===== src/logic/icache_pkg.sv =====
// Instruction-cache bank package with address split, line and way types, and controller states
`default_nettype none

package icache_pkg;

   //////////////////////////////////////////////////////////////////////
   // Geometry
   //////////////////////////////////////////////////////////////////////

   // Fetch address and line width
   localparam int ADDR_WIDTH  = 32;
   localparam int LINE_WIDTH  = 128;

   // Address split as tag | set | byte offset
   localparam int LINE_OFFSET = 4;
   localparam int SET_BITS    = 4;
   localparam int NB_WAYS     = 4;
   localparam int TAG_BITS    = ADDR_WIDTH - SET_BITS - LINE_OFFSET;

   //////////////////////////////////////////////////////////////////////
   // Types
   //////////////////////////////////////////////////////////////////////

   typedef logic [ADDR_WIDTH-1:0] fetch_addr_t;
   typedef logic [LINE_WIDTH-1:0] line_data_t;
   typedef logic [SET_BITS-1:0]   set_idx_t;
   typedef logic [TAG_BITS-1:0]   tag_t;

   // Stored tag word, valid bit on top
   typedef logic [TAG_BITS:0]     tag_entry_t;

   // One bit per way (hit, valid and victim masks)
   typedef logic [NB_WAYS-1:0]    way_mask_t;

   // Bank controller states
   typedef enum logic [1:0] {
      LOOKUP,
      REQ_REFILL,
      WAIT_REFILL
   } ctrl_state_t;

endpackage

`default_nettype wire


===== src/logic/tag_compare.sv =====
// Tag compare over all ways, with valid mask and hit-line select
`default_nettype none

module tag_compare import icache_pkg::*;
(
   input  wire fetch_addr_t              lookup_addr_i,
   input  wire tag_entry_t [NB_WAYS-1:0] tag_rdata_i,
   input  wire line_data_t [NB_WAYS-1:0] data_rdata_i,
   output      logic                     hit_o,
   output      line_data_t               hit_line_o,
   output      way_mask_t                valid_o
);

   tag_t      lookup_tag;
   way_mask_t way_match;

   // Tag sits above set index and offset
   assign lookup_tag = lookup_addr_i[ADDR_WIDTH-1 -: TAG_BITS];

   // Valid bit and tag check per way
   for (genvar w = 0; w < NB_WAYS; w++)
   begin : g_way
      assign valid_o[w]   = tag_rdata_i[w][TAG_BITS];
      assign way_match[w] = valid_o[w] & (tag_rdata_i[w][TAG_BITS-1:0] == lookup_tag);
   end

   assign hit_o = |way_match;

   // Highest matching way wins
   always_comb
   begin
      hit_line_o = '0;
      for (int w = 0; w < NB_WAYS; w++)
      begin
         if (way_match[w])
            hit_line_o = data_rdata_i[w];
      end
   end

endmodule

`default_nettype wire


===== src/logic/victim_select.sv =====
// Victim way select, highest invalid way first, else a way from an 8-bit LFSR
`default_nettype none

module victim_select import icache_pkg::*;
#(
   parameter logic [7:0] LFSR_SEED = 8'h00
)
(
   input  wire logic      clk,
   input  wire logic      rst_n,
   input  wire way_mask_t valid_i,
   input  wire logic      save_valid_i,
   input  wire logic      advance_lfsr_i,
   output      way_mask_t victim_way_o
);

   way_mask_t  valid_q;
   logic [7:0] lfsr_q;
   logic       lfsr_fb;
   way_mask_t  free_way;
   way_mask_t  rand_way;

   // XNOR taps 8,6,5,4, so an all-zero seed still runs
   assign lfsr_fb = ~(lfsr_q[7] ^ lfsr_q[5] ^ lfsr_q[4] ^ lfsr_q[3]);

   always_ff @(posedge clk or negedge rst_n)
   begin
      if (!rst_n)
      begin
         valid_q <= '0;
         lfsr_q  <= LFSR_SEED;
      end
      else
      begin
         // Valid mask of the set that missed
         if (save_valid_i)
            valid_q <= valid_i;
         // Step only when a full set is evicted
         if (advance_lfsr_i && (&valid_q))
            lfsr_q <= {lfsr_q[6:0], lfsr_fb};
      end
   end

   always_comb
   begin
      free_way = '0;
      rand_way = '0;
      // Last invalid way found is the highest
      for (int w = 0; w < NB_WAYS; w++)
      begin
         if (!valid_q[w])
         begin
            free_way    = '0;
            free_way[w] = 1'b1;
         end
      end
      rand_way[lfsr_q[$clog2(NB_WAYS)-1:0]] = 1'b1;
   end

   assign victim_way_o = (&valid_q) ? rand_way : free_way;

endmodule

`default_nettype wire


===== src/logic/miss_buffer.sv =====
// Miss buffer, small request/grant FIFO of refill address and way
`default_nettype none

module miss_buffer import icache_pkg::*;
#(
   parameter int unsigned BUF_DEPTH = 2
)
(
   input  wire logic        clk,
   input  wire logic        rst_n,

   // Push side from the controller
   input  wire logic        push_i,
   input  wire fetch_addr_t push_addr_i,
   input  wire way_mask_t   push_way_i,
   output      logic        push_gnt_o,

   // Pop side toward the main controller
   output      logic        req_o,
   output      fetch_addr_t addr_o,
   output      way_mask_t   way_o,
   input  wire logic        pop_gnt_i
);

   localparam int PTR_W = (BUF_DEPTH > 1) ? $clog2(BUF_DEPTH) : 1;
   localparam int CNT_W = $clog2(BUF_DEPTH + 1);

   fetch_addr_t            addr_mem [BUF_DEPTH];
   way_mask_t              way_mem  [BUF_DEPTH];
   logic [PTR_W-1:0]       wr_ptr;
   logic [PTR_W-1:0]       rd_ptr;
   logic [CNT_W-1:0]       count;
   logic                   do_push;
   logic                   do_pop;

   assign push_gnt_o = (count != CNT_W'(BUF_DEPTH));
   assign req_o      = (count != '0);
   assign do_push    = push_i & push_gnt_o;
   assign do_pop     = req_o & pop_gnt_i;

   // Head entry held until granted
   assign addr_o = addr_mem[rd_ptr];
   assign way_o  = way_mem[rd_ptr];

   always_ff @(posedge clk or negedge rst_n)
   begin
      if (!rst_n)
      begin
         wr_ptr <= '0;
         rd_ptr <= '0;
         count  <= '0;
      end
      else
      begin
         if (do_push)
            wr_ptr <= (wr_ptr == PTR_W'(BUF_DEPTH - 1)) ? '0 : wr_ptr + 1'b1;
         if (do_pop)
            rd_ptr <= (rd_ptr == PTR_W'(BUF_DEPTH - 1)) ? '0 : rd_ptr + 1'b1;
         // Count moves only when one side acts alone
         if (do_push && !do_pop)
            count <= count + 1'b1;
         else if (do_pop && !do_push)
            count <= count - 1'b1;
      end
   end

   // Entry storage
   always_ff @(posedge clk)
   begin
      if (do_push)
      begin
         addr_mem[wr_ptr] <= push_addr_i;
         way_mem[wr_ptr]  <= push_way_i;
      end
   end

endmodule

`default_nettype wire


===== src/logic/icache_ctrl.sv =====
// Bank controller with the fetch pipeline register and the lookup, refill and wait FSM
`default_nettype none

module icache_ctrl import icache_pkg::*;
(
   input  wire logic        clk,
   input  wire logic        rst_n,

   // Fetch port
   input  wire logic        fetch_req_i,
   input  wire fetch_addr_t fetch_addr_i,
   output      logic        fetch_gnt_o,
   output      logic        fetch_rvalid_o,
   output      line_data_t  fetch_rdata_o,

   // Lookup result from the tag compare
   input  wire logic        hit_i,
   input  wire line_data_t  hit_line_i,

   // Memory read request
   output      logic        rd_req_o,
   output      set_idx_t    rd_set_o,
   output      fetch_addr_t lookup_addr_o,

   // Miss handling
   output      logic        save_valid_o,
   output      logic        buf_push_o,
   output      fetch_addr_t buf_addr_o,
   input  wire logic        buf_gnt_i,
   output      logic        advance_lfsr_o,
   input  wire logic        refill_done_i
);

   ctrl_state_t state_q;
   ctrl_state_t state_d;

   // Pending request, its tag and data arrive one cycle after the read
   logic        req_q;
   fetch_addr_t addr_q;

   logic        load_pipe;
   logic        clear_pipe;

   // The pending address is compared against the read tags
   assign lookup_addr_o = addr_q;
   assign buf_addr_o    = addr_q;
   assign fetch_rdata_o = hit_line_i;

   //////////////////////////////////////////////////////////////////////
   // FSM next state and outputs
   //////////////////////////////////////////////////////////////////////

   always_comb
   begin
      state_d        = state_q;
      fetch_gnt_o    = 1'b0;
      fetch_rvalid_o = 1'b0;
      rd_req_o       = 1'b0;
      rd_set_o       = fetch_addr_i[LINE_OFFSET +: SET_BITS];
      save_valid_o   = 1'b0;
      buf_push_o     = 1'b0;
      advance_lfsr_o = 1'b0;
      load_pipe      = 1'b0;
      clear_pipe     = 1'b0;

      case (state_q)
         LOOKUP:
         begin
            // New fetch only with no pending one, or one that hits now
            fetch_gnt_o = fetch_req_i & (~req_q | hit_i);
            rd_req_o    = fetch_gnt_o;
            load_pipe   = fetch_gnt_o;

            if (req_q)
            begin
               if (hit_i)
               begin
                  fetch_rvalid_o = 1'b1;
                  clear_pipe     = ~fetch_gnt_o;
               end
               else
               begin
                  // Miss, keep the valid mask for the victim choice
                  save_valid_o = 1'b1;
                  state_d      = REQ_REFILL;
               end
            end
         end

         REQ_REFILL:
         begin
            buf_push_o = 1'b1;
            if (buf_gnt_i)
            begin
               advance_lfsr_o = 1'b1;
               state_d        = WAIT_REFILL;
            end
         end

         WAIT_REFILL:
         begin
            // Re-read the missed set once the line is written
            rd_set_o = addr_q[LINE_OFFSET +: SET_BITS];
            if (refill_done_i)
            begin
               rd_req_o = 1'b1;
               state_d  = LOOKUP;
            end
         end

         default:
         begin
            state_d = LOOKUP;
         end
      endcase
   end

   //////////////////////////////////////////////////////////////////////
   // State and pipeline registers
   //////////////////////////////////////////////////////////////////////

   always_ff @(posedge clk or negedge rst_n)
   begin
      if (!rst_n)
      begin
         state_q <= LOOKUP;
         req_q   <= 1'b0;
      end
      else
      begin
         state_q <= state_d;
         if (load_pipe)
            req_q <= 1'b1;
         else if (clear_pipe)
            req_q <= 1'b0;
      end
   end

   // Address of the granted fetch
   always_ff @(posedge clk)
   begin
      if (load_pipe)
         addr_q <= fetch_addr_i;
   end

endmodule

`default_nettype wire


===== src/logic/icache_bank_top.sv =====
// Instruction-cache bank top, joins the controller FSM, tag compare, victim select and miss buffer
`default_nettype none

module icache_bank_top import icache_pkg::*;
#(
   parameter logic [7:0]  LFSR_SEED = 8'h00,
   parameter int unsigned BUF_DEPTH = 2
)
(
   input  wire logic                     clk,
   input  wire logic                     rst_n,

   // Fetch port from the core
   input  wire logic                     fetch_req_i,
   input  wire fetch_addr_t              fetch_addr_i,
   output      logic                     fetch_gnt_o,
   output      logic                     fetch_rvalid_o,
   output      line_data_t               fetch_rdata_o,

   // Read port of the external tag and data memories
   output      logic                     tag_req_o,
   output      logic                     data_req_o,
   output      set_idx_t                 rd_set_o,
   input  wire tag_entry_t [NB_WAYS-1:0] tag_rdata_i,
   input  wire line_data_t [NB_WAYS-1:0] data_rdata_i,

   // Refill port to the main cache controller
   output      logic                     refill_req_o,
   output      fetch_addr_t              refill_addr_o,
   output      way_mask_t                refill_way_o,
   input  wire logic                     refill_gnt_i,
   input  wire logic                     refill_done_i
);

   // Controller to datapath
   logic        rd_req;
   fetch_addr_t lookup_addr;
   logic        save_valid;
   logic        advance_lfsr;
   logic        buf_push;
   fetch_addr_t buf_addr;
   logic        buf_gnt;

   // Datapath to controller
   logic        hit;
   line_data_t  hit_line;
   way_mask_t   way_valid;
   way_mask_t   victim_way;

   // One read request drives both memories
   assign tag_req_o  = rd_req;
   assign data_req_o = rd_req;

   icache_ctrl u_ctrl
   (
      .clk            ( clk            ),
      .rst_n          ( rst_n          ),
      .fetch_req_i    ( fetch_req_i    ),
      .fetch_addr_i   ( fetch_addr_i   ),
      .hit_i          ( hit            ),
      .hit_line_i     ( hit_line       ),
      .buf_gnt_i      ( buf_gnt        ),
      .refill_done_i  ( refill_done_i  ),
      .fetch_gnt_o    ( fetch_gnt_o    ),
      .fetch_rvalid_o ( fetch_rvalid_o ),
      .fetch_rdata_o  ( fetch_rdata_o  ),
      .rd_req_o       ( rd_req         ),
      .rd_set_o       ( rd_set_o       ),
      .lookup_addr_o  ( lookup_addr    ),
      .save_valid_o   ( save_valid     ),
      .buf_push_o     ( buf_push       ),
      .buf_addr_o     ( buf_addr       ),
      .advance_lfsr_o ( advance_lfsr   )
   );

   tag_compare u_tag_compare
   (
      .lookup_addr_i ( lookup_addr  ),
      .tag_rdata_i   ( tag_rdata_i  ),
      .data_rdata_i  ( data_rdata_i ),
      .hit_o         ( hit          ),
      .hit_line_o    ( hit_line     ),
      .valid_o       ( way_valid    )
   );

   victim_select #( .LFSR_SEED ( LFSR_SEED ) ) u_victim_select
   (
      .clk            ( clk          ),
      .rst_n          ( rst_n        ),
      .valid_i        ( way_valid    ),
      .save_valid_i   ( save_valid   ),
      .advance_lfsr_i ( advance_lfsr ),
      .victim_way_o   ( victim_way   )
   );

   miss_buffer #( .BUF_DEPTH ( BUF_DEPTH ) ) u_miss_buffer
   (
      .clk         ( clk           ),
      .rst_n       ( rst_n         ),
      .push_i      ( buf_push      ),
      .push_addr_i ( buf_addr      ),
      .push_way_i  ( victim_way    ),
      .pop_gnt_i   ( refill_gnt_i  ),
      .push_gnt_o  ( buf_gnt       ),
      .req_o       ( refill_req_o  ),
      .addr_o      ( refill_addr_o ),
      .way_o       ( refill_way_o  )
   );

endmodule

`default_nettype wire


===== config.mk =====
export PLATFORM = sky130hd
export DESIGN_NAME = icache_bank_top
export DESIGN_NICKNAME = d
export VERILOG_FILES = /design/src/logic/icache_pkg.sv /design/src/logic/tag_compare.sv /design/src/logic/victim_select.sv /design/src/logic/miss_buffer.sv /design/src/logic/icache_ctrl.sv /design/src/logic/icache_bank_top.sv
export SDC_FILE = /design/constraint.sdc
export NUM_CORES = 1
export LEC_CHECK = 0
export ABC_CLOCK_PERIOD_IN_PS = 3500
export BUFFER_PORTS_ARGS = -buffer_cell sky130_fd_sc_hd__buf_2
export CORE_AREA = 2 2 319 321
export CTS_BUF_LIST = sky130_fd_sc_hd__clkbuf_8
export DETAILED_ROUTE_END_ITERATION = 8
export DIE_AREA = 0 0 321 323
export GPL_TIMING_DRIVEN = 0
export PLACE_DENSITY = 0.4
export SYNTH_ARGS = -nofsm -noshare
export SYNTH_HDL_FRONTEND = slang
export SYNTH_SLANG_ARGS = --single-unit

===== constraint.sdc =====
create_clock -name clk -period 3.5 [get_ports clk]
set_input_delay 0 -clock clk [delete_from_list [all_inputs] [get_ports clk]]
set_output_delay 0 -clock clk [all_outputs]
set_load 0.005 [all_outputs]

==> impl_metrics.tcl <==
set metrics [dict create \
    fin_util 0.181 \
    p_leak_nw 8.22 \
    portBuffers 821 \
    die_x_um 321 \
    synth-seq-area-share 0.359 \
    cpMaxStageDelayCell "or4_4" \
    fmax_mhz 287 \
    worstMarginPinSlew_ns 1.07 \
    reg2reg_to "u_ctrl.buf_addr_o[22]" \
    rows 117 \
    first_iter_violations 629 \
    place_worst_setup_slack_ns -1.33 \
    synth_cell_types 39 \
    worst_slack_ns 0.0209 \
    synth_area_leaders "edfxtp_1 31%, mux2_2 20%, a31oi_1 8.0%" \
    die_height_um 323 \
    grt_max_degree 30 \
    crit_type "reg2out" \
    multiInputGateArea_um2 6470 \
    netlist.area_leader.share 0.312 \
    power.density_nw_per_um2 285 \
    synthSimpleGateAreaFrac 0.203 \
    grt_pass1_vias 12000 \
    setup_violations 0 \
    ioPinCount 822 \
    vias 12200 \
    crit_required_ns 3.50 \
    synthMuxAreaShare 0.202 \
    skew_ns 0.0266 \
    grt_pass1_wl_um 94100 \
    yosysWarnings 0 \
    design_area_um2 18200 \
    fill_cells 11500 \
    synth_edf_count 104 \
    synthXorXnorAreaFrac 0.0924 \
    grt_usage 0.131 \
    synth_compound_area_frac 0.0889 \
    detail_route.first_pass.iterations 5 \
    critPathLaunchType "flop" \
    antenna_found_initial 29 \
    cts.sinks 123 \
    path_common_cell "buf_6" \
    clock_path_buffers 2 \
    crit_path_cell_trace "buf_6, xnor2_4, nand4_1, or4_4, a311oi_4, buf_6, buf_12, buf_8, clkbuf_16, nand2_2, a31oi_1, mux2_4, buf_6" \
    hp-class "in2async" \
    start_util 0.0995 \
    syn-num-nets 1723 \
    wl_met3_um 5980 \
    dp_cells 3206 \
    post_dp_cell_area_um2 15900 \
    final_cells 3340 \
    hold_viol 0 \
    worstReg2RegStart "u_ctrl.buf_addr_o[31]" \
    syn_area_per_cell_um2 9.34 \
    worstPathBufferInverterCount 6 \
    routed_wl_um 73700 \
    nets 2663 \
    max-vdd-ir-drop_mv 0.324 \
    cap_violations 0 \
    ys_top_cells_by_count "176 x mux2_2, 167 x nand2_1, 133 x nor2_1" \
    yosys.area_share.adder 0.00125 \
    synth.most_common_cell "mux2_2" \
    drive_gt1_frac 0.641 \
    clk_pin_slew_worst_paths_ns 0.09 \
    r2r_slack_ns 0.63 \
    synth_ff_type "edfxtp_1" \
    place_congestion 0.879 \
    cts.htree.levels 4 \
    async_reset_ff_frac 0.154 \
    max_slew_margin 0.283 \
    crit_arrival_ns 3.48 \
    drc_errors 0 \
    holdWs_ns 0.0242 \
    syn-cell-area_um2 10000 \
    wl_per_cell_um 22.1 \
    rsz0062_at_grt "true" \
    yosys.area.top_type "edfxtp_1" \
    slew_violations 0 \
    dr_wl_met2_um 33700 \
    cpLargestDelayFamily "buffers and inverters" \
    synth_top_family_by_area "simple AND/OR/NAND/NOR gates" \
    ys_ff_latch 123 \
    cts_root_buf "clkbuf_8" \
    viasPerCell 3.66 \
    min_period_over_period 0.994 \
    period_needed_ns 3.48 \
    endpoint_kind "output pin" \
    crit_fanout 7 \
    cts_tree "done" \
    status "complete, no violations" \
    synthCells 1073 \
    numCtsBuffers 17 \
    synthToLayoutAreaGrowth_pct 81.9 \
    fp.dieArea_um2 104000 \
    ant_nets 0 \
    core-area_um2 101000 \
    route.layer.met1.wl_um 31900 \
    seq_area_um2 3600 \
    top_layer "met5" \
    grt-ovfl-total 0 \
    post-dp-hpwl_um 61100 \
    reg2regPathDepth 12 \
    cp_slowest_stage_delay_ns 0.63 \
    clk_latency_ns 0.46 \
]
-- sequential cells by signal (all words and copies together) (netlist names) --
signal	cells
u_miss_buffer.rd_ptr	1
u_ctrl.req_q	1
u_ctrl.buf_addr_o	32
u_miss_buffer.wr_ptr	1
u_victim_select.valid_q	4
u_miss_buffer.count	2
u_miss_buffer.addr_mem	64
u_miss_buffer.way_mem	8
u_ctrl.state_q	2
u_victim_select.lfsr_q	8
-- layer usage --
metal | vias to the layer above | GRT usage
met1 | 5771 | 0.168
met2 | 662 | 0.214
met5 | - | 0
met4 | 26 | 0.0315
li1 | 5682 | -
met3 | 96 | 0.0416
-- layout make-up --
cell class / count / share of cell area
Multi-Input combinational cell: 869 / 0.355
Clock inverter: 14 / 0.00803
Antenna cell: 5 / 0.000687
Tap cell: 1309 / 0.0899
Sequential cell: 123 / 0.197
Clock buffer: 18 / 0.0136
Buffer: 78 / 0.0389
Inverter: 2 / 0.000412
Timing Repair Buffer: 922 / 0.296
-- through the flow --
stage               power (W)  TNS (ns)
finish                0.00519         0
global route          0.00547     -1.41
CTS                   0.00527         0
detailed placement    0.00388   -112.43
global placement      0.00385   -204.54
floorplan             0.00282         0
-- cells in the final DEF, fill, tap and decap left out, types with 38 or more instances in the layout --
master / instances
mux2_4: 42
buf_2: 800
buf_4: 44
edfxtp_1: 104
nor2_1: 128
mux2_2: 134
xor2_1: 38
a31oi_1: 103
nand2_2: 96
xnor2_1: 60
dlygate4sd3_1: 40
nand2_1: 166
-- worst max path at each step --
stage	slack [ns]	to	start	cells past startpoint
6_report	0.02	fetch_rdata_o[91]	u_ctrl.buf_addr_o[17]	13
5_1_grt	-0.09	fetch_rdata_o[91]	u_ctrl.buf_addr_o[27]	13
2_1_floorplan	0.48	u_ctrl.buf_addr_o[0]	u_ctrl.buf_addr_o[27]	6
4_1_cts	0.0002	fetch_rdata_o[21]	u_ctrl.buf_addr_o[22]	10
3_5_place_dp	-1.33	fetch_rdata_o[6]	u_ctrl.buf_addr_o[14]	8
3_3_place_gp	-1.75	u_ctrl.buf_addr_o[20]	u_ctrl.buf_addr_o[14]	5
-- where the power goes --
group	internal, W	leakage (nW)	switching [W]
Combinational	0.000893	6.83	0.000930
Clock	0.000611	0.205	0.000700
Sequential	0.00193	1.19	0.000119
Total	0.00344	8.22	0.00175
-- cells by family after synthesis --
logic type	count (synthesis)
AND/OR/NAND/NOR	445
multiplexers	180
AO/OA/AOI/OAI	139
flip-flops	123
XOR/XNOR	104
buffers and inverters	81
adder cells (fa/ha/maj)	1
-- repair_timing --
item | in CTS | in global routing
endpoints found under the setup margin | 169 | 119
hold buffers | 40 | 0
pin swaps | 12 | 45
resized for setup | 111 | 150
buffers inserted | 49 | 5
cloned | 2 | 3
hold endpoints to repair | 59 | 0
(Power assumes the default switching activity.)
